==> src/hdl/shift_pkg.sv <==
`default_nettype none

package shift_pkg;

	// ========================================================================
	// widths and depths
	// ========================================================================
	localparam int XLEN     = 64;
	localparam int REG_AW   = 5;
	localparam int REG_NUM  = 1 << REG_AW;
	localparam int SHAMT_W  = 6;
	localparam int ISSUE_DP = 4;
	localparam int ISSUE_IW = $clog2(ISSUE_DP);

	// ========================================================================
	// rv64i shift group encodings
	// ========================================================================
	localparam logic [6:0] OPC_OP_IMM    = 7'b0010011;
	localparam logic [6:0] OPC_OP        = 7'b0110011;
	localparam logic [6:0] OPC_OP_IMM_32 = 7'b0011011;
	localparam logic [6:0] OPC_OP_32     = 7'b0111011;

	localparam logic [2:0] F3_SLL = 3'b001;
	localparam logic [2:0] F3_SR  = 3'b101;

	// bit position inside funct7, instr[30]
	localparam int F7_ARITH = 5;

	// one buffer entry, kind bits are one-hot
	typedef struct packed {
		logic               is_sll;
		logic               is_srl;
		logic               is_sra;
		logic               is32;
		logic               use_imm;
		logic [REG_AW-1:0]  rd;
		logic [REG_AW-1:0]  rs1;
		logic [REG_AW-1:0]  rs2;
		logic [SHAMT_W-1:0] shamt_imm;
	} shift_info_t;

	typedef struct packed {
		logic               is_sll;
		logic               is_srl;
		logic               is_sra;
		logic               is32;
		logic [REG_AW-1:0]  rd;
		logic [XLEN-1:0]    op1;
		logic [SHAMT_W-1:0] op2;
	} shift_exe_t;

endpackage

`default_nettype wire

==> src/hdl/shift_execute.sv <==
`timescale 1ns/1ps
`default_nettype none

module shift_execute import shift_pkg::*; (
	input  logic              CLK,
	input  logic              rst_n,
	input  logic              exe_valid,
	input  shift_exe_t        exe_param,
	output logic              wb_valid,
	output logic [REG_AW-1:0] wb_rd,
	output logic [XLEN-1:0]   wb_data
);

	logic [31:0]      word_in;
	logic [4:0]       amt_w;
	logic [31:0]      res_w;
	logic [XLEN-1:0]  res_d;
	logic [XLEN-1:0]  result;

	assign word_in = exe_param.op1[31:0];
	assign amt_w   = exe_param.op2[4:0];

	// word forms only see the low 32 bits
	always_comb begin
		if (exe_param.is_sll) begin
			res_w = word_in << amt_w;
		end else if (exe_param.is_srl) begin
			res_w = word_in >> amt_w;
		end else begin
			res_w = $signed(word_in) >>> amt_w;
		end
	end

	always_comb begin
		if (exe_param.is_sll) begin
			res_d = exe_param.op1 << exe_param.op2;
		end else if (exe_param.is_srl) begin
			res_d = exe_param.op1 >> exe_param.op2;
		end else begin
			res_d = $signed(exe_param.op1) >>> exe_param.op2;
		end
	end

	assign result = exe_param.is32 ? {{(XLEN - 32){res_w[31]}}, res_w} : res_d;

	always_ff @(posedge CLK or negedge rst_n) begin
		if (!rst_n) begin
			wb_valid <= 1'b0;
		end else begin
			wb_valid <= exe_valid;
		end
	end

	always_ff @(posedge CLK) begin
		if (exe_valid) begin
			wb_rd   <= exe_param.rd;
			wb_data <= result;
		end
	end

endmodule

`default_nettype wire

==> config.mk <==
export PLATFORM = sky130hd
export DESIGN_NAME = shift_execute
export DESIGN_NICKNAME = d
export VERILOG_FILES = /design/src/hdl/shift_pkg.sv /design/src/hdl/shift_execute.sv
export SDC_FILE = /design/constraint.sdc
export NUM_CORES = 1
export LEC_CHECK = 0
export BUFFER_PORTS_ARGS = -buffer_cell sky130_fd_sc_hd__buf_2
export CAP_MARGIN = 30
export CELL_PAD_IN_SITES_DETAIL_PLACEMENT = 1
export CELL_PAD_IN_SITES_GLOBAL_PLACEMENT = 1
export CORE_UTILIZATION = 51
export DETAILED_ROUTE_END_ITERATION = 8
export HOLD_SLACK_MARGIN = 0.1
export PLACE_DENSITY_LB_ADDON = 0.1
export REMOVE_ABC_BUFFERS = 1
export SYNTH_ARGS = -nofsm -noshare
export SYNTH_HDL_FRONTEND = slang
export SYNTH_SLANG_ARGS = --single-unit
export TNS_END_PERCENT = 100
==> constraint.sdc <==
create_clock -name CLK -period 1 [get_ports CLK]
set_input_delay 0.2 -clock CLK [delete_from_list [all_inputs] [get_ports CLK]]
set_output_delay 0.2 -clock CLK [all_outputs]
set_load 0.005 [all_outputs]
==> impl_metrics.csv, run 1 <==
group,metric,value,unit
status,status,"did not finish",
status,failing_step,"detailed placement",
status,stop_error,"[ERROR DPL-0033] detailed placement checks failed during check placement.",
yosys,async_reset_ff_share,1.43,%
yosys,syn_avg_cell_area,9.43,µm²
yosys,ys_seq_area_share,16.9,%
die,die-height,158,µm
yosys,syn_area,12400,µm²
die,ios,152,
yosys,synth.top_cells.by_count,"nand2_1 (137), mux4_2 (115), nor2_1 (106)",
yosys,synth_edf_count,69,
yosys,synth_cells,1319,
yosys,ys_warn_count,0,
die,start_util,52.5,%
die,rows,56,
yosys,synth.top_cell.area_share,20.8,%
yosys,synth_most_common_cell,"nand2_1",
place,portBuffers,150,
yosys,synth.largest_area_cell,"mux4_2",
yosys,yosysUniqueCellTypes,75,
place,hpwlAfterDp,67.8,mm
place,gp_congestion,1.27,
die,chipWidth,158,µm
yosys,synth-seq-cells,70,
yosys,ys.flop_type,"edfxtp_1",
yosys,synth_top_cells_by_area,"mux4_2 (21%), edfxtp_1 (17%), mux2i_1 (8.4%)",
-- logic make-up after synthesis --
kind of cell           count (synthesis)  share of synthesized area, %
flip-flops                            70                          16.9
AO/OA/AOI/OAI                        419                          23.2
AND/OR/NAND/NOR                      356                          12.8
multiplexers                         322                          40.5
buffers and inverters                152                          6.65
-- stage by stage --
| stage | cell area [µm²] | setup TNS [ns] | cells | hold slack (ns) |
|---|---|---|---|---|
| floorplan | 11600 | -156.74 | 1177 | -0.0956 |
| global placement | 17000 | -106.41 | 2177 | -0.0232 |
==> inputs of run 2 (changes only) <==
--- a/config.mk
+++ b/config.mk
@@ -7,12 +7,9 @@
 export LEC_CHECK = 0
 export BUFFER_PORTS_ARGS = -buffer_cell sky130_fd_sc_hd__buf_2
 export CAP_MARGIN = 30
-export CELL_PAD_IN_SITES_DETAIL_PLACEMENT = 1
-export CELL_PAD_IN_SITES_GLOBAL_PLACEMENT = 1
-export CORE_UTILIZATION = 51
+export CORE_UTILIZATION = 40
 export DETAILED_ROUTE_END_ITERATION = 8
-export HOLD_SLACK_MARGIN = 0.1
-export PLACE_DENSITY_LB_ADDON = 0.1
+export PLACE_DENSITY_LB_ADDON = 0.15
 export REMOVE_ABC_BUFFERS = 1
 export SYNTH_ARGS = -nofsm -noshare
 export SYNTH_HDL_FRONTEND = slang
==> impl_metrics.csv, run 2 <==
group,metric,value,unit
yosys,synth_cells,1319,
yosys,ys_seq_area_share,16.9,%
die,ios,152,
yosys,synth_edf_count,69,
setup_path,critPathKind,"in2reg",
route,drtIter0Drc,2562,
clock_tree,clock_path_buffers,2,
yosys,synth_most_common_cell,"nand2_1",
finish,fin_cells,2404,
timing,min_period,2.32,ns
place,place_ws,-2.12,ns
timing,period_share,232,%
timing,fmax,0.431,GHz
yosys,synth.top_cell.area_share,20.8,%
setup_path,required,1.22,ns
die,die_area,31800,µm²
yosys,async_reset_ff_share,1.43,%
global_route,grt_pass1_wl,114,mm
timing,rsz0062_at_grt,"true",
status,status,"complete, but fails checks",
yosys,yosysUniqueCellTypes,75,
global_route,track_usage,51.3,%
clock_tree,cts.clk_slew.worst_paths,0.06,ns
finish,largest_reg_flops,64,
setup_path,path_max_fanout,8,
clock_tree,cts_inserted_buffers,9,
finish,drive_above_1_share,63.0,%
timing,hold_viol,0,
finish,regMostFlops,"wb_data",
place,dp.cells,2340,
route,avgViaCountPerCell,7.02,
global_route,grt_start_max_net_pins,62,
route,wl_per_cell,34.4,µm
yosys,synth.top_cells.by_count,"nand2_1 (137), mux4_2 (115), nor2_1 (106)",
die,die-height,178,µm
die,rows,64,
timing,slew_headroom,56.9,%
clock_tree,cts_root_buf,"clkbuf_16",
setup_path,arrival,2.54,ns
finish,nets,2084,
yosys,ys_warn_count,0,
setup_path,cp-start-kind,"input port",
global_route,grt_pass1_vias,15800,
finish,mostFrequentLayoutCells,"buf_4 (542), buf_2 (146), mux4_2 (130), nand2_1 (122), nor2_1 (90)",
clock_tree,clkSinkCount,70,
finish,final_common_cell,"buf_4",
power_and_ir_drop,ir_drop,0.898,mV
global_route,antenna_found_initial,4,
timing,tightest_slew,0.644,ns
clock_tree,cts_tree,"yes",
place,hpwlAfterDp,64.4,mm
power_and_ir_drop,pwr_density_cell,1010,nW/µm²
die,chipWidth,178,µm
finish,area_delta_synth_final,66.3,%
power_and_ir_drop,p_total,20800,µW
min_path,hold_path_class,"in2reg",
finish,fin_util,67.6,%
route,drt_wl_total,82.7,mm
timing,setup_ws,-1.32,ns
power_and_ir_drop,p_leak,0.00874,µW
place,portBuffers,150,
finish,reg.largest.list,"wb_data x64, wb_rd x5, wb_valid x1",
place,gp_congestion,1.14,
route,route.detailed.drc,0,
timing,setup_tns,-78.38,ns
timing,finalSetupViolCount,134,
yosys,syn_avg_cell_area,9.43,µm²
yosys,syn_area,12400,µm²
route,ant_nets,0,
die,core_area,30600,µm²
yosys,synth-seq-cells,70,
yosys,ys.flop_type,"edfxtp_1",
route,vias,16900,
route,dr.pass1.iters,6,
status,violations,"setup timing",
global_route,globalRouteOverflowTotal,0,
run,maxCapViolCount,0,
clock_tree,htree_num_levels,3,
finish,nFillCells,2430,
timing,slew_violations,0,
die,start_util,40.6,%
setup_path,end_kind,"register",
yosys,synth.largest_area_cell,"mux4_2",
yosys,synth_top_cells_by_area,"mux4_2 (21%), edfxtp_1 (17%), mux2i_1 (8.4%)",
==> run 2: cell counts after synthesis <==
No cell type changed its count.
==> run 2: final timing paths <==
path,start,end,cells past startpoint
hold / removal,exe_param[70],wb_rd[0],1
min in group asynchronous,rst_n,wb_valid,2
max in group asynchronous,rst_n,wb_valid,2
setup / recovery,exe_param[0],wb_data[34],11
==> run 2: critical path, stage by stage <==
cell and delay (ns):
clkbuf_16 0.17, buf_12 0.16, buf_12 0.12, mux4_2 0.35, mux2i_1 0.09, buf_4 0.19, a22o_1 0.26, a211oi_2 0.40
nor2_1 0.08, o31ai_1 0.32, buf_4 0.17
==> run 2: repair_timing <==
item | CTS | global route
hold buffers | 1 | 0
cloned | 5 | 1
endpoints found under the setup margin | 134 | 134
setup buffers | 29 | 23
gates resized for setup | 290 | 173
pin swaps | 63 | 75
endpoints found under the hold margin | 1 | 0
==> run 2: per-layer routing <==
metal	up-vias	global-route usage, %	share of wire [%]
li1	6702	-	-
met1	8182	67.7	37
met2	1575	72.8	41
met3	418	15.3	14
met4	6	31.9	8.1
met5	-	0	0.045
==> run 2: cell type report <==
| cell class | count | area (µm²) | area share, % |
|---|---|---|---|
| inverters | 10 | 40.0 | 0.194 |
| clock buffers | 10 | 229 | 1.11 |
| flip-flops and latches | 70 | 2100 | 10.1 |
| repair buffers | 814 | 6840 | 33.1 |
| diodes | 1 | 2.50 | 0.0121 |
| clock inverters | 6 | 62.6 | 0.303 |
| multi-input cells | 1097 | 10900 | 52.7 |
| well taps | 396 | 495 | 2.40 |
==> run 2: logic make-up (layout without fill, tap and decap cells) <==
family	after synthesis	after routing	synth area share, %
AO/OA/AOI/OAI	419	419	23.2
other	0	1	0
multiplexers	322	322	40.5
AND/OR/NAND/NOR	356	356	12.8
buffers and inverters	152	840	6.65
flip-flops	70	70	16.9
==> run 2: power breakdown <==
group | switching (µW) | total [µW] | internal (µW)
clock network | 1380 | 3310 | 1930
registers | 132 | 3800 | 3670
logic | 7270 | 13700 | 6410
==> run 2: through the flow <==
step | hold slack, ns | cell area (µm²)
finish | 0.0357 | 20700
global placement | -0.0247 | 18000
global route | 0.0310 | 20700
CTS | 0.0298 | 19800
detailed placement | -0.0244 | 18000
floorplan | -0.0956 | 11600
Power figures use the tool's default switching activity.
