**config.mk**
```make
export PLATFORM = sky130hd
export DESIGN_NAME = shift_issue
export DESIGN_NICKNAME = d
export VERILOG_FILES = /design/src/hdl/shift_pkg.sv /design/src/hdl/shift_issue.sv
export SDC_FILE = /design/constraint.sdc
export NUM_CORES = 1
export LEC_CHECK = 0
export BUFFER_PORTS_ARGS = -buffer_cell sky130_fd_sc_hd__buf_2
export CAP_MARGIN = 20
export CORE_AREA = 2 2 304 306
export DETAILED_ROUTE_END_ITERATION = 8
export DIE_AREA = 0 0 306 308
export GPL_ROUTABILITY_DRIVEN = 0
export SYNTH_ARGS = -nofsm -noshare
export SYNTH_HDL_FRONTEND = slang
export SYNTH_SLANG_ARGS = --single-unit
export TNS_END_PERCENT = 30
```
**constraint.sdc**
```tcl
create_clock -name CLK -period 6.79 [get_ports CLK]
set_input_delay 0.679 -clock CLK [delete_from_list [all_inputs] [get_ports CLK]]
set_output_delay 0.679 -clock CLK [all_outputs]
set_load 0.05 [all_outputs]
```
**src/hdl/shift_pkg.sv**
```systemverilog
`default_nettype none

package shift_pkg;

	// ========================================================================
	// widths and depths
	// ========================================================================
	localparam int XLEN     = 64;
	localparam int REG_AW   = 5;
	localparam int REG_NUM  = 1 << REG_AW;
	localparam int SHAMT_W  = 6;
	localparam int ISSUE_DP = 4;
	localparam int ISSUE_IW = $clog2(ISSUE_DP);

	// ========================================================================
	// rv64i shift group encodings
	// ========================================================================
	localparam logic [6:0] OPC_OP_IMM    = 7'b0010011;
	localparam logic [6:0] OPC_OP        = 7'b0110011;
	localparam logic [6:0] OPC_OP_IMM_32 = 7'b0011011;
	localparam logic [6:0] OPC_OP_32     = 7'b0111011;

	localparam logic [2:0] F3_SLL = 3'b001;
	localparam logic [2:0] F3_SR  = 3'b101;

	// bit position inside funct7, instr[30]
	localparam int F7_ARITH = 5;

	// one buffer entry, kind bits are one-hot
	typedef struct packed {
		logic               is_sll;
		logic               is_srl;
		logic               is_sra;
		logic               is32;
		logic               use_imm;
		logic [REG_AW-1:0]  rd;
		logic [REG_AW-1:0]  rs1;
		logic [REG_AW-1:0]  rs2;
		logic [SHAMT_W-1:0] shamt_imm;
	} shift_info_t;

	typedef struct packed {
		logic               is_sll;
		logic               is_srl;
		logic               is_sra;
		logic               is32;
		logic [REG_AW-1:0]  rd;
		logic [XLEN-1:0]    op1;
		logic [SHAMT_W-1:0] op2;
	} shift_exe_t;

endpackage

`default_nettype wire

```
**src/hdl/shift_issue.sv**
```systemverilog
`timescale 1ns/1ps
`default_nettype none

module shift_issue import shift_pkg::*; (
	input  logic                              CLK,
	input  logic                              rst_n,
	input  logic [ISSUE_DP-1:0]               malloc,
	input  shift_info_t [ISSUE_DP-1:0]        entries,
	input  logic [REG_NUM-1:0]                reg_ready,
	input  logic [ISSUE_DP-1:0][XLEN-1:0]     rs1_data,
	input  logic [ISSUE_DP-1:0][XLEN-1:0]     rs2_data,
	output logic [ISSUE_DP-1:0][REG_AW-1:0]   rs1_addr,
	output logic [ISSUE_DP-1:0][REG_AW-1:0]   rs2_addr,
	output logic                              pop,
	output logic [ISSUE_IW-1:0]               pop_index,
	output logic                              exe_valid,
	output shift_exe_t                        exe_param
);

	logic [ISSUE_DP-1:0] rs1_ready;
	logic [ISSUE_DP-1:0] rs2_ready;
	logic [ISSUE_DP-1:0] clear_raw;
	shift_exe_t          cand [ISSUE_DP];
	logic [ISSUE_IW-1:0] sel;
	logic                any_clear;

	// ========================================================================
	// wakeup, one candidate per entry
	// ========================================================================
	for (genvar i = 0; i < ISSUE_DP; i++) begin : g_entry
		assign rs1_addr[i]  = entries[i].rs1;
		assign rs2_addr[i]  = entries[i].rs2;
		assign rs1_ready[i] = reg_ready[entries[i].rs1];
		assign rs2_ready[i] = reg_ready[entries[i].rs2];

		// rs2 only matters for the register forms
		assign clear_raw[i] = malloc[i] & rs1_ready[i]
				& (entries[i].use_imm | rs2_ready[i]);

		always_comb begin
			cand[i].is_sll = entries[i].is_sll;
			cand[i].is_srl = entries[i].is_srl;
			cand[i].is_sra = entries[i].is_sra;
			cand[i].is32   = entries[i].is32;
			cand[i].rd     = entries[i].rd;
			cand[i].op1    = rs1_data[i];
			if (entries[i].use_imm) begin
				cand[i].op2 = entries[i].shamt_imm;
			end else if (entries[i].is32) begin
				cand[i].op2 = {1'b0, rs2_data[i][4:0]};
			end else begin
				cand[i].op2 = rs2_data[i][SHAMT_W-1:0];
			end
		end
	end

	// ========================================================================
	// select, lowest ready index wins
	// ========================================================================
	always_comb begin
		sel = '0;
		for (int i = ISSUE_DP - 1; i >= 0; i--) begin
			if (clear_raw[i]) begin
				sel = ISSUE_IW'(i);
			end
		end
	end

	assign any_clear = |clear_raw;

	// execute is always ready, so any clear entry leaves this cycle
	assign pop       = any_clear;
	assign pop_index = sel;

	always_ff @(posedge CLK or negedge rst_n) begin
		if (!rst_n) begin
			exe_valid <= 1'b0;
		end else begin
			exe_valid <= any_clear;
		end
	end

	always_ff @(posedge CLK) begin
		if (any_clear) begin
			exe_param <= cand[sel];
		end
	end

endmodule

`default_nettype wire

```
# Word level (Yosys, flattened, before mapping)
# Cells that the tools add are included.
dict set report totals {
  inputBits 654
  elab_cells 62
  reg_bits 80
}
dict set report classes {
  muxes 31
  order_cmp 9
  n_bitwise 13
  reduce_logical 1
}
# op count
set ops {}
lappend ops {{79-bit binary-select mux with 2-bit select} 1}
lappend ops {{79-bit two-way mux} 2}
lappend ops {{5-bit by 6-bit < comparator with 1-bit output, second input constant} 8}
lappend ops {{6-bit two-way mux} 8}
lappend ops {{1-bit binary-select mux with 5-bit select} 8}
lappend ops {{1-bit bitwise AND} 8}
lappend ops {{1-bit two-way mux} 8}
lappend ops {{2-bit two-way mux} 4}
lappend ops {{1-bit OR} 4}
lappend ops {{4-bit OR reduction} 1}
lappend ops {{3-bit >= comparator, second input constant} 1}
lappend ops {{2-bit NOT with 3-bit output} 1}

# Depth between registers and ports, before layout
dict set report logic_depth {
  depth_word 12
  depth_mapped 11
  mapped_depth_nobuf 7
}

# Worst setup path before layout
# No wires, ideal clock.
dict set report synth_path {
  kind {input to register}
  from {in entries[58] (netlist bit)}
  to {reg exe_param[0] (netlist bit) (enable)}
  n_path_buf 1
  path_slack_ns 0.385
  setup_ns 1.344
  cell_stages 6
  arrival_ns 5.062
  cell_sequence {buf_2 mux4_2 mux4_2 mux2_2 o2111ai_1 nand4b_1}
}
dict set report synth_via {
  elab_chain_cells 5
}
# item line_no
set synth_lines {}
lappend synth_lines {{start, declared} shift_issue.sv:8} ;# input shift_info_t [ISSUE_DP-1:0] entries,
lappend synth_lines {{1-bit binary-select mux with 5-bit select} shift_issue.sv:34} ;# assign rs2_ready[i] = reg_ready[entries[i].rs2];
lappend synth_lines {{1-bit two-way mux (not written as such)} shift_issue.sv:34}
lappend synth_lines {{1-bit OR} shift_issue.sv:38} ;# & (entries[i].use_imm | rs2_ready[i]);
lappend synth_lines {{1-bit bitwise AND} shift_issue.sv:38}
lappend synth_lines {{4-bit OR reduction} shift_issue.sv:69} ;# assign any_clear = |clear_raw;
lappend synth_lines {{net pop} shift_issue.sv:14} ;# output logic pop,
lappend synth_lines {{end signal, assigned} shift_issue.sv:85} ;# exe_param <= cand[sel];
lappend synth_lines {{end, declared} shift_issue.sv:17} ;# output shift_exe_t exe_param
# The timed path passes the listed nets, and every way through them passes these cells. The select of a mux whose other input is x is not followed.
# A chain may end at the register's enable or synchronous reset.

# Final worst setup path
dict set report layout_path {
  from {in entries[6] (netlist bit)}
  to {out pop_index[1]}
}
dict set report layout_via {
  elab_chain_cells 5
}
# item line_no
set layout_lines {}
lappend layout_lines {{1-bit binary-select mux with 5-bit select} shift_issue.sv:34}
lappend layout_lines {{1-bit two-way mux (not written as such)} shift_issue.sv:34}
lappend layout_lines {{1-bit OR} shift_issue.sv:38}
lappend layout_lines {{1-bit bitwise AND} shift_issue.sv:38}
lappend layout_lines {{2-bit two-way mux} shift_issue.sv:63} ;# if (clear_raw[i]) begin
lappend layout_lines {{end, declared} shift_issue.sv:15} ;# output logic [ISSUE_IW-1:0] pop_index,
# Every way passes these cells. The select of a mux whose other input is x is not followed.

==> metrics.txt <==
outcome=completed; Pwr per Cell Area=257 nW/um^2; Mapped Cells=around 560; TritonCTS clock tree=yes; Syn Area/Cell=~14 um^2; Core Util, Final=12.9%; Slew Viols, Final=0; Final period util=64.6%; Post-synth EDFFs=79; Worst Path Class, Setup=primary input to output port; CP Cell Sequence=buf_2, mux4_2, mux4_2, mux2_2, o2111a_1, a211oi_4, buf_4, buf_2; Core Area=91000 um^2; Async SR Flop Fraction=1.25%; clock tree buffer depth=2; IO buf count=544; HP Class=primary input to register; area share of the leading cell type in the synthesized netlist=32.9%; Overall Global Routing Usage=8.63%; Cells on Worst Hold Path=3; Critical Path RT=6110 ps; gr ovfl total=0; Net Sw Frac=between 40% and 50%; DIE HEIGHT=308 um; Initial Util=8.39%; Final setup viols=0; Crit-path slowest cell=mux4_2; Die Area=94200 um^2; Fmax achieved=between 200 and 250 MHz; antenna violations before repair=28; CP max FO=18; # Post-CTS Setup Buffers=0; CTS root buf=clkbuf_16; nature of the critical path startpoint=primary input; Post-synth top flop=edfxtp_1; largest net degree at the start of global routing=73; H-tree depth=3; Yosys reg bits=80; Ys Warns=0; Layout Cells excl Fill=approximately 2.2k; Routed WL=42500 um; final hold vios=0; hold path endpoint=exe_param[23]$_DFFE_PP_; cell internal pwr=around 1600 uW; Detail Placement HPWL=36200 um; max_slew headroom=52.3%; DRT Pass-1 Iters=5; Worst Path Arrival=~3700 ps; post-cts hold buffer count=1; Sequential Power Share=a little over a quarter; num rows=approximately 110; Logic pwr share=a little over half; Pleak=approximately 0.0050 uW; vias=7239; worst path bufs/invs=3; max-cap viol count=0; critical path's top delay family=multiplexers; dominant cell type by area after synthesis=mux2i_1; # placed instances=~2.2k; CTS resizes=0; vias per cell=3.24; number of routed nets with antenna violations=0; Netlist cell types=25; syn nets=1216; Die Width=306 um; sequential fraction of the synthesis area=between 30% and 40%; total number of clock tree sinks=80; fillers=10.3k; Critical Path Sink Type=output port; Worst VDD drop=0.119 mV; Worst Max-Slew Pin Slew=715 ps; # IOs=777; WHS=approximately 630 ps; fin nets=1694; largest cells by area after synthesis=mux2i_1 33%, edfxtp_1 31%, mux4_2 21%; crit-path max cell delay=approximately 540 ps; vias in the first global route=6987; Worst Hold Launch=rs1_data[81]; first-pass GRT wire length=approximately 55000 um; DR DRC count=0; Net Switching=1440 uW; DR WL/cell=19.0 um; Area Growth Syn to Fin=53.2%; CTS Buf Count=9; clock power share=19.5%; Reg clk slew, reported paths=90 ps; DR iter-0 viols=between 400 and 500; Pwr Total=3000 uW; crit path time final=4390 ps; final setup TNS=0 ps; ratio of cells with drive above 1 in the final layout=62.5%; Cell Area, Synth=7630 um^2; RSZ-0062 raised after global routing=false
Yosys cell counts (all sizes together) (8+ instances only):
cell type    n
nand2        8
clkbuf      12
mux4        72
a22oi       12
mux2i      251
nor2b        8
edfxtp      79
nor2         8
nand3        8
mux2        10
buf         75
layer usage:
metal	global-route usage, %	vias up	share of wire (%)
met1	9.70	3329	38
li1	-	3212	-
met4	2.91	10	2.8
met3	3.84	82	13
met5	0	-	0.13
met2	14.5	606	46
flip-flops by register name (all words and copies together), names as in the netlist:
register and flops:
exe_valid 1, exe_param 79
worst max-delay path by stage:
| stage | start | to | slack, ps | cells after the start |
|---|---|---|---|---|
| 6_report | entries[6] | pop_index[1] | 2400 | 8 |
| 5_1_grt | entries[58] | pop | 2260 | 8 |
| 4_1_cts | entries[6] | pop_index[1] | 2330 | 8 |
| 3_5_place_dp | entries[6] | exe_param[73]$_DFFE_PP_ | 2040 | 10 |
| 3_3_place_gp | entries[6] | exe_param[73]$_DFFE_PP_ | 2090 | 10 |
| 2_1_floorplan | entries[58] | exe_param[0]$_DFFE_PP_ | 380 | 6 |
power groups by stage:
stage                     Sequential, uW  Clock [uW]  Combinational [uW]
after detailed placement             813           0                1640
after floorplan                     1430           0                 563
after CTS                            803         633                1640
after global routing                 817         636                1700
after global placement               809           0                1630
final                                799         587                1620
layout make-up:
cell class	count	area, um^2	area share (%)
Clock buffer	9	225	1.93
Antenna cell	4	10.0	0.0856
Sequential cell	80	2400	20.5
Clock inverter	7	109	0.931
Timing Repair Buffer	554	2830	24.2
Tap cell	1186	1480	12.7
Inverter	1	3.75	0.0321
Multi-Input combinational cell	394	4640	39.7
cells by family after synthesis:
| group | Yosys count | synth area share (%) |
|---|---|---|
| AND/OR/NAND/NOR | 38 | 2.49 |
| AO/OA/AOI/OAI | 23 | 2.35 |
| buffers and inverters | 88 | 8.07 |
| multiplexers | 333 | 55.7 |
| flip-flops | 80 | 31.4 |
worst min-delay path: stages:
cell     delay [ps]
buf_2            70
mux2i_1          50
mux2i_1         110
placed cells by master, fill, tap and decap left out, drive strengths merged, types with 4 or more instances in the layout:
| cell type | n |
|---|---|
| edfxtp | 79 |
| nand4 | 4 |
| nand2 | 8 |
| mux2i | 251 |
| nor2b | 8 |
| clkbuf | 9 |
| nor2 | 8 |
| inv | 5 |
| nand3 | 8 |
| a22oi | 12 |
| diode | 4 |
| a31oi | 4 |
| mux4 | 72 |
| mux2 | 10 |
| buf | 553 |
through the flow:
| stage | cell area [um^2] | worst slack, ps |
|---|---|---|
| 3_3_place_gp | 11300 | 2090 |
| 2_1_floorplan | 7630 | 385 |
| 4_1_cts | 11700 | 2330 |
| 3_5_place_dp | 11300 | 2040 |
| 6_report | 11700 | 2400 |
| 5_1_grt | 11700 | 2260 |
Note: power is estimated with default switching activity, not from simulation.
