===== src/hdl/shift_pkg.sv =====
`default_nettype none

package shift_pkg;

	// ========================================================================
	// widths and depths
	// ========================================================================
	localparam int XLEN     = 64;
	localparam int REG_AW   = 5;
	localparam int REG_NUM  = 1 << REG_AW;
	localparam int SHAMT_W  = 6;
	localparam int ISSUE_DP = 4;
	localparam int ISSUE_IW = $clog2(ISSUE_DP);

	// ========================================================================
	// rv64i shift group encodings
	// ========================================================================
	localparam logic [6:0] OPC_OP_IMM    = 7'b0010011;
	localparam logic [6:0] OPC_OP        = 7'b0110011;
	localparam logic [6:0] OPC_OP_IMM_32 = 7'b0011011;
	localparam logic [6:0] OPC_OP_32     = 7'b0111011;

	localparam logic [2:0] F3_SLL = 3'b001;
	localparam logic [2:0] F3_SR  = 3'b101;

	// bit position inside funct7, instr[30]
	localparam int F7_ARITH = 5;

	// one buffer entry, kind bits are one-hot
	typedef struct packed {
		logic               is_sll;
		logic               is_srl;
		logic               is_sra;
		logic               is32;
		logic               use_imm;
		logic [REG_AW-1:0]  rd;
		logic [REG_AW-1:0]  rs1;
		logic [REG_AW-1:0]  rs2;
		logic [SHAMT_W-1:0] shamt_imm;
	} shift_info_t;

	typedef struct packed {
		logic               is_sll;
		logic               is_srl;
		logic               is_sra;
		logic               is32;
		logic [REG_AW-1:0]  rd;
		logic [XLEN-1:0]    op1;
		logic [SHAMT_W-1:0] op2;
	} shift_exe_t;

endpackage

`default_nettype wire


===== src/hdl/shift_dispatch.sv =====
`timescale 1ns/1ps
`default_nettype none

module shift_dispatch import shift_pkg::*; (
	input  logic                CLK,
	input  logic                rst_n,
	input  logic                instr_valid,
	input  logic [31:0]         instr,
	input  logic [ISSUE_DP-1:0] malloc,
	output logic                alloc_en,
	output logic [ISSUE_IW-1:0] alloc_index,
	output shift_info_t         alloc_info,
	output logic                busy_en,
	output logic [REG_AW-1:0]   busy_rd,
	output logic                buffer_full
);

	logic [6:0] opcode;
	logic [2:0] funct3;
	logic [6:0] funct7;
	logic [6:0] funct7_rest;
	logic       is_imm64;
	logic       is_imm32;
	logic       is_reg64;
	logic       is_reg32;
	logic       arith;
	logic       dec_sll;
	logic       dec_srl;
	logic       dec_sra;
	logic       is_shift;

	assign opcode = instr[6:0];
	assign funct3 = instr[14:12];
	assign funct7 = instr[31:25];
	assign arith  = funct7[F7_ARITH];

	assign is_imm64 = (opcode == OPC_OP_IMM);
	assign is_imm32 = (opcode == OPC_OP_IMM_32);
	assign is_reg64 = (opcode == OPC_OP);
	assign is_reg32 = (opcode == OPC_OP_32);

	// funct7 without the arith bit, and without shamt[5] for slli/srli/srai
	always_comb begin
		funct7_rest = funct7;
		funct7_rest[F7_ARITH] = 1'b0;
		if (is_imm64) begin
			funct7_rest[0] = 1'b0;
		end
	end

	assign dec_sll = (funct3 == F3_SLL) & ~arith;
	assign dec_srl = (funct3 == F3_SR) & ~arith;
	assign dec_sra = (funct3 == F3_SR) & arith;

	assign is_shift = (is_imm64 | is_imm32 | is_reg64 | is_reg32)
			& (dec_sll | dec_srl | dec_sra)
			& (funct7_rest == 7'b0);

	always_comb begin
		alloc_info           = '0;
		alloc_info.is_sll    = dec_sll;
		alloc_info.is_srl    = dec_srl;
		alloc_info.is_sra    = dec_sra;
		alloc_info.is32      = is_imm32 | is_reg32;
		alloc_info.use_imm   = is_imm64 | is_imm32;
		alloc_info.rd        = instr[11:7];
		alloc_info.rs1       = instr[19:15];
		// immediate forms leave rs2 at x0, which is always ready
		alloc_info.rs2       = (is_reg64 | is_reg32) ? instr[24:20] : '0;
		alloc_info.shamt_imm = {is_imm64 & instr[25], instr[24:20]};
	end

	// lowest free slot
	always_comb begin
		alloc_index = '0;
		for (int i = ISSUE_DP - 1; i >= 0; i--) begin
			if (!malloc[i]) begin
				alloc_index = ISSUE_IW'(i);
			end
		end
	end

	// the buffer and the scoreboard both take this on the next edge
	assign alloc_en    = instr_valid & is_shift;
	assign busy_en     = alloc_en;
	assign busy_rd     = alloc_info.rd;
	assign buffer_full = &malloc;

	// no shift may be offered while every slot is taken
	a_no_alloc_when_full: assert property (
		@(posedge CLK) disable iff (!rst_n)
		alloc_en |-> !(&malloc)
	) else $error("shift allocated while the issue buffer is full");

endmodule

`default_nettype wire


===== config.mk =====
export PLATFORM = sky130hd
export DESIGN_NAME = shift_dispatch
export DESIGN_NICKNAME = d
export VERILOG_FILES = /design/src/hdl/shift_pkg.sv /design/src/hdl/shift_dispatch.sv
export SDC_FILE = /design/constraint.sdc
export NUM_CORES = 1
export LEC_CHECK = 0
export ABC_AREA = 1
export BUFFER_PORTS_ARGS = -buffer_cell sky130_fd_sc_hd__buf_2
export CAP_MARGIN = 20
export CORE_ASPECT_RATIO = 1.2
export CORE_MARGIN = 4
export CORE_UTILIZATION = 25
export DETAILED_ROUTE_END_ITERATION = 10
export PLACE_DENSITY_LB_ADDON = 0.05
export SYNTH_ARGS = -nofsm -noshare
export SYNTH_HDL_FRONTEND = slang
export SYNTH_SLANG_ARGS = --single-unit

===== constraint.sdc =====
create_clock -name vclk -period 0.8
set_clock_uncertainty 0.05 [all_clocks]
set_input_delay 0.04 -clock vclk [all_inputs]
set_output_delay 0.04 -clock vclk [all_outputs]
set_load 0.03 [all_outputs]

### After elaboration in Yosys (flattened, before gate mapping)

Index checks and enable logic that the tools add are counted.

* reductions and logical operators: 2
* multiply operators: 0
* div/mod/pow operators: 0
* magnitude comparators: 0
* add/sub/neg operators: 0
* shift-type cells: 0
* bitwise gates (word level): 15
* equal/unequal tests: 6
* muxes and demuxes: 6

Operators by type and width (number)
* $eq 7x5->1 const B: 2
* $eq 7x6->1 const B: 2
* $mux 2: 4
* $and 1x1->1: 7
* $logic_not 7->1: 1
* $or 1x1->1: 7
* $mux 5: 1
* $reduce_and 4->1: 1
* $eq 3x1->1 const B: 1
* $eq 3x3->1 const B: 1
* $mux 1: 1
* $not 1->1: 1

* memories: 0
* logic and storage cells: 29
* output and inout bits: 36
* bits in writable memories: 0
* register bits: 0
* bits in read-only memories: 0
* bits in latches: 0

### Logic depth before layout (Yosys ltp)

Gate-level depths: netlist of run 1.

* depth in word-level cells: 7
* mapped depth: 7

### Worst setup path before layout of run 1

Ideal clock, no wire load.

* path kind: in2out
* from: in instr[4]
* to: out busy_en
* cell stages on the path: 7
* slack: -0.402 ns
* data required time: 0.710 ns
* arrival: 1.112 ns
* path through: inv_1 -> nor2_4 -> nand2_2 -> nor2_1 -> nor2_1 -> nor2_1 -> buf_4

* word-level cells in the longest chain between the ends: 7
* elaborated cells between the ends (all ways): 12
* those cells by class: eq/ne (4); mux (1); bitwise (6); reduce/logical (1)

Ends and longest elaborated chain
* start, declared: line shift_dispatch.sv:8 `input logic [31:0] instr,`
* $eq 7x5->1 (on tied branches): line shift_dispatch.sv:37, shift_dispatch.sv:38
* $or 1x1->1 (3 in a row): line shift_dispatch.sv:55 `assign is_shift = (is_imm64 | is_imm32 | is_reg64 | is_reg32)`
* $and 1x1->1: line shift_dispatch.sv:56 `& (dec_sll | dec_srl | dec_sra)`
* $and 1x1->1 (*): line shift_dispatch.sv:57 `& (funct7_rest == 7'b0);`
* $and 1x1->1 (*): line shift_dispatch.sv:84 `assign alloc_en = instr_valid & is_shift;`
* end, declared: line shift_dispatch.sv:13 `output logic busy_en,`

Mark *: on every way between the ends. The rest lies on a longest branch, timed or not.

### Worst setup path in the final report of run 1

* from: in instr[6]
* to: out busy_en

The elaborated chain is that of the path after synthesis.

==> results by group, run 1 <==
Timing
  – Highest clock frequency the design can meet: 1.08 GHz
  – Tcrit/Tclk final: 1.16
  – Worst Tran Pin Value: ~0.19 ns
  – Final Hold Fails: 0
  – Fin. max-slew vios: 0
  – Unrepaired setup endpoints after global routing: yes
  – Final count of negative-setup-slack endpoints: 7
  – Slew Limit Headroom: 0.874
  – Worst hold margin: 0.0300 ns
  – Least setup slack across all paths after layout: -0.126 ns
  – Time the final worst path needs with I/O delays and setup: 0.926 ns

Power and ir drop
  – Int Pwr: between 0.0001 and 0.00015 W
  – Maximum resistive drop on vdd: approximately 210 uV
  – Net load switching power: 0.000157 W
  – Portion of total power attributed to the clock network: 0
  – Part of the power in combinational logic: 1.000
  – Sw frac: 0.535
  – Reg power frac: 0
  – Static Leak: just under 0.4 nW
  – Cell Pwr Density: 408 nW/um^2

Placement
  – Routability-driven placement congestion ratio: 0.665
  – Port-buffer cells: 48
  – Dpl hpwl: 964 um

Floorplanning
  – Floorplan die area: between 2000 and 2500 um^2
  – Site Rows: 15
  – Starting density of the core: 0.273
  – Number of ports placed on the die boundary: 75
  – Width of the die: 44.7 um
  – Die H: 52.0 um
  – Std-Cell Core Area: 1480 um^2

Logic synthesis
  – Post-synth cell types: 13
  – Most frequent cell after synthesis: sky130_fd_sc_hd__buf_4
  – Area share of the largest cell type after synthesis: 0.446
  – Avg Synthesized Cell Area: approximately 5.3 um^2
  – Synthesized instance count: 76
  – Yosys warning total: 0
  – Cells taking the most area after synthesis: sky130_fd_sc_hd__buf_4 45%, sky130_fd_sc_hd__nor2_1 17%, sky130_fd_sc_hd__inv_1 12%, sky130_fd_sc_hd__nand2_1 7.4%, sky130_fd_sc_hd__nand3_1 3.7%
  – Mapped cell area: 404 um^2
  – Dominant cell type by area after synthesis: sky130_fd_sc_hd__buf_4
  – Sequential area share after synthesis: 0
  – Post-Synthesis Net Count: 115
  – Most common library cells after synthesis: 24 x sky130_fd_sc_hd__buf_4, 18 x sky130_fd_sc_hd__nor2_1, 13 x sky130_fd_sc_hd__inv_1

Final layout
  – Fill cell instance count of the final layout: 148
  – Final Net Count: 148
  – Number of antenna diodes: 0
  – Share of post-route cells with drive strength above 1: 0.682
  – Layout Utilization: 0.486
  – Area Overhead vs Synth: 78.3%
  – Clock buffer count: 0
  – Area taken by flip-flops and latches: 0 um^2
  – Total number of sequential cells: 0

Critical path
  – Signal arrival time at the worst endpoint: around 0.84 ns
  – Largest fanout on the critical path: 4
  – Worst setup path class: in -> out
  – Capturing element type of the critical path: output port
  – WP data required: 0.71 ns
  – Startpoint type of the worst setup path: primary input

Detailed routing
  – Post-route DRC: 0
  – Final routed wire length divided by cell count: ~8.9 um
  – Detailed-route wire length: about 1.1 mm
  – Violation count after the first detailed-route iteration: 1
  – Number of vias in the routed layout: slightly above 500
  – Number of detailed-routing iterations run before antenna repair: 2
  – Via-per-instance ratio: 4.13
  – Remaining antenna violation count after routing: 0

Global routing
  – First-pass GRT wire length: about 1.7 mm
  – Overflow left after global routing: 0
  – Number of global-route vias before repair: 461
  – GRT Resource Usage Total: 0.0874
  – Initial antenna violation count: 0
  – Maximum number of pins on one net before global-route repair: 6

Run
  – Number of max-capacitance violations reported: 0

CTS
  – Post-cts hold buffer count: 0
  – Setup bufs post-CTS: 0

Status
  – Outcome: finished with violations
  – Violated checks: setup timing

Worst hold path
  – Depth of the worst hold-timing path: 0
  – Min-delay worst type: in -> out
## cells by family (layout without fill, tap and decap cells)
group / after synthesis / after routing / synth area share
compound gates: 3 / 3 / 0.0371
simple gates: 35 / 35 / 0.387
buf+inv: 38 / 69 / 0.576
## metal layers
layer | global-route usage | routed length (um) | vias to the layer above
met5 | 0 | 0 | -
met4 | 0.00503 | 0 | 0
met3 | 0.0277 | 224 | 0
met2 | 0.163 | 535 | 41
met1 | 0.0980 | 349 | 210
li1 | - | - | 261
## per-stage QoR
stage | std cells | setup WS (ns) | power [W] | setup TNS, ns | area, um^2
floorplan | 76 | -0.135 | 0.000278 | -0.135 | 429
global placement | 124 | -0.156 | 0.000244 | -0.951 | 563
detailed placement | 124 | -0.173 | 0.000245 | -1.00 | 563
CTS | 124 | -0.118 | 0.000259 | -0.853 | 606
global route | 124 | -0.186 | 0.000320 | -0.798 | 721
finish | 124 | -0.126 | 0.000294 | -0.323 | 721
## power groups by stage
| stage | Combinational, W | Clock, W | Sequential, W |
|---|---|---|---|
| global placement | 0.000244 | 0 | 0 |
| global route | 0.000320 | 0 | 0 |
| finish | 0.000294 | 0 | 0 |
| CTS | 0.000259 | 0 | 0 |
| detailed placement | 0.000245 | 0 | 0 |
| floorplan | 0.000278 | 0 | 0 |
## area by class of cell
type,instances,area (um^2),share of cell area
Timing Repair Buffer,55,393,0.545
Multi-Input combinational cell,38,254,0.352
Inverter,14,52.6,0.0729
Tap cell,17,21.3,0.0295
## worst max-delay path: stages
cell	delay (ns)
sky130_fd_sc_hd__buf_6	0.09
sky130_fd_sc_hd__nor2_4	0.15
sky130_fd_sc_hd__nand2_2	0.10
sky130_fd_sc_hd__nor2_1	0.11
sky130_fd_sc_hd__nor2_1	0.07
sky130_fd_sc_hd__nor2_4	0.12
sky130_fd_sc_hd__buf_6	0.14
## worst paths after layout
kind,from,to,slack (ns)
worst min-delay path,instr[15],alloc_info[11],0.03
worst max-delay path,instr[6],busy_en,-0.13
## placed cells by master, fill, tap and decap left out
cell                       count
sky130_fd_sc_hd__buf_2        29
sky130_fd_sc_hd__buf_4        13
sky130_fd_sc_hd__inv_1        12
sky130_fd_sc_hd__buf_6        12
sky130_fd_sc_hd__nor2_1        9
sky130_fd_sc_hd__nor2_4        7
sky130_fd_sc_hd__nand2_1       7
sky130_fd_sc_hd__nor2_2        4
sky130_fd_sc_hd__a21oi_1       2
sky130_fd_sc_hd__nand3_1       2
sky130_fd_sc_hd__nor3_2        2
sky130_fd_sc_hd__nand2_4       1
sky130_fd_sc_hd__inv_2         1
sky130_fd_sc_hd__nand3_4       1
sky130_fd_sc_hd__clkinv_1      1
sky130_fd_sc_hd__nand2_2       1
sky130_fd_sc_hd__nand3_2       1
sky130_fd_sc_hd__o21ai_0       1
sky130_fd_sc_hd__buf_8         1
## timing repair
item	in CTS	in global routing
resized for setup	11	38
gates cloned	0	0
pin swaps	4	6
endpoints found under the setup margin	10	13
No activity file was read; power rests on OpenSTA's default activity.
==> inputs of run 2 (changes only) <==
Settings changed: ABC_AREA 1 to not set, CORE_UTILIZATION 25 to 23, SLEW_MARGIN set to 20.
==> run 2 against run 1 <==
Net effect: the flow still finishes with violations (setup timing); synthesized cell count fell by 25%; maximum frequency decreased by 23%; worst setup slack worse by 0.27 ns; power is 7.7% lower; critical endpoint is now alloc_en.
==> results by group, run 2 <==
Timing
  – Slew Limit Headroom: 0.807
  – Worst Tran Pin Value: approximately 0.29 ns
  – Fin. max-slew vios: 0
  – Tcrit/Tclk final: 1.50
  – Final count of negative-setup-slack endpoints: 10
  – Least setup slack across all paths after layout: -0.400 ns
  – Time the final worst path needs with I/O delays and setup: roughly 1.2 ns
  – Final Hold Fails: 0
  – Highest clock frequency the design can meet: between 0.8 and 0.9 GHz
  – Unrepaired setup endpoints after global routing: yes

Floorplanning
  – Site Rows: 15
  – Starting density of the core: 0.248
  – Number of ports placed on the die boundary: 75
  – Die H: just over 50 um
  – Width of the die: roughly 44 um
  – Floorplan die area: 2280 um^2
  – Std-Cell Core Area: 1460 um^2

Logic synthesis
  – Area share of the largest cell type after synthesis: 0.497
  – Post-synth cell types: 16
  – Post-Synthesis Net Count: 96
  – Dominant cell type by area after synthesis: sky130_fd_sc_hd__buf_4
  – Mapped cell area: around 360 um^2
  – Cells taking the most area after synthesis: sky130_fd_sc_hd__buf_4 50%, sky130_fd_sc_hd__inv_1 7.2%, sky130_fd_sc_hd__nor2_1 7.2%, sky130_fd_sc_hd__nor4b_1 4.8%, sky130_fd_sc_hd__nor3_1 4.1%
  – Most frequent cell after synthesis: sky130_fd_sc_hd__buf_4
  – Synthesized instance count: 57
  – Most common library cells after synthesis: 24 x sky130_fd_sc_hd__buf_4, 7 x sky130_fd_sc_hd__inv_1, 7 x sky130_fd_sc_hd__nor2_1
  – Avg Synthesized Cell Area: ~6.4 um^2
  – Sequential area share after synthesis: 0
  – Yosys warning total: 0

CTS
  – Post-cts hold buffer count: 0

Global routing
  – Met2 track utilization from global routing: 0.150
  – Routing usage on met1: 0.113
  – Layer with the highest usage: met2
  – Overflow left after global routing: 0
  – Number of global-route vias before repair: approximately 400
  – Met3 Resource Use GR: 0.0415
  – GRT Resource Usage Total: 0.0905
  – Maximum number of pins on one net before global-route repair: 6
  – First-pass GRT wire length: roughly 1.7 mm
  – Initial antenna violation count: 0

Power and ir drop
  – Power, Total: around 0.00027 W
  – Maximum resistive drop on vdd: roughly 120 uV
  – Static Leak: 0.367 nW
  – Cell Pwr Density: approximately 400 nW/um^2

Critical path
  – Capturing element type of the critical path: output port
  – Worst setup path class: in -> out
  – WP data required: slightly above 0.7 ns
  – Startpoint type of the worst setup path: primary input
  – Largest fanout on the critical path: 3
  – Signal arrival time at the worst endpoint: 1.11 ns

Run
  – Number of max-capacitance violations reported: 0

Worst hold path
  – Min-delay worst type: in -> out

Detailed routing
  – Number of detailed-routing iterations run before antenna repair: 3
  – Via-per-instance ratio: around 4.2
  – Detailed-route wire length: about 1.1 mm
  – Final routed wire length divided by cell count: about 11 um
  – Violation count after the first detailed-route iteration: 6
  – Remaining antenna violation count after routing: 0
  – Post-route DRC: 0
  – Number of vias in the routed layout: between 400 and 500

Final layout
  – Total number of sequential cells: 0
  – Clock buffer count: 0
  – Most common cell after layout, fill and taps aside: sky130_fd_sc_hd__buf_2
  – Layout Utilization: 0.468
  – Area taken by flip-flops and latches: 0 um^2
  – Most frequent cells in the layout: 33 x sky130_fd_sc_hd__buf_2, 13 x sky130_fd_sc_hd__buf_6, 9 x sky130_fd_sc_hd__buf_4, 6 x sky130_fd_sc_hd__inv_1, 5 x sky130_fd_sc_hd__nor2_4
  – Area Overhead vs Synth: 89.0%
  – Final Net Count: ~130
  – Share of post-route cells with drive strength above 1: 0.807
  – Number of antenna diodes: 0

Placement
  – Dpl hpwl: approximately 950 um
  – Placement Setup Slack: -0.431 ns
  – Routability-driven placement congestion ratio: between 0.6 and 0.7
  – Port-buffer cells: 48

Status
  – Violated checks: setup timing
  – Outcome: finished with violations
## run 2: changes by cell type after synthesis, sizes merged, moves of 2 or more
cell / delta
nor2: -13
inv: -6
nor4b: +2
nand3: -3
nand2: -5
nand2b: +2
## run 2: worst paths after layout
path	end	cells after the start	slack (ns)	start
setup / recovery	alloc_en	5	-0.40	instr[6]
hold / removal	alloc_info[12]	0	0.03	instr[16]
## run 2: repair_timing
item / in CTS / in global routing
endpoints found under the setup margin: 13 / 12
setup buffers: 1 / 0
hold endpoints to repair: 0 / 0
pin swaps: 2 / 2
gates resized for setup: 28 / 7
## run 2: critical path, stage by stage
cell and delay (ns):
sky130_fd_sc_hd__buf_6 0.09, sky130_fd_sc_hd__and4bb_2 0.33, sky130_fd_sc_hd__nand2_4 0.08, sky130_fd_sc_hd__a2111oi_4 0.35, sky130_fd_sc_hd__buf_4 0.22
## run 2: cell families after synthesis
logic type	Yosys count	share of synthesized area
compound gates	4	0.0896
buf+inv	31	0.569
simple gates	22	0.341
## run 2: cell type report
cell class,count,area [um^2]
Multi-Input combinational cell,26,259
Inverter,7,26.3
Tap cell,17,21.3
Timing Repair Buffer,55,379
Fill cell,152,778
## run 2: metrics by stage
stage / setup TNS [ns] / cells / area (um^2) / hold WS (ns)
final: -2.85 / 105 / 686 / 0.0300
after global routing: -3.38 / 105 / 686 / 0.0300
after CTS: -2.80 / 105 / 658 / 0.0302
after detailed placement: -2.83 / 104 / 548 / 0.0302
after global placement: -2.82 / 104 / 548 / 0.0302
after floorplan: -2.80 / 57 / 422 / 0.100
## run 2: metal layers
metal	vias to the layer above	share of wire
li1	220	-
met1	190	0.32
met2	31	0.51
met3	0	0.17
met4	0	0
met5	-	0
## run 2: where the power goes
part / switching (W) / leakage, nW / total, W / internal, W
registers: 0 / 0 / 0 / 0
clock network: 0 / 0 / 0 / 0
logic: 0.000147 / 0.367 / 0.000271 / 0.000124
total: 0.000147 / 0.367 / 0.000271 / 0.000124
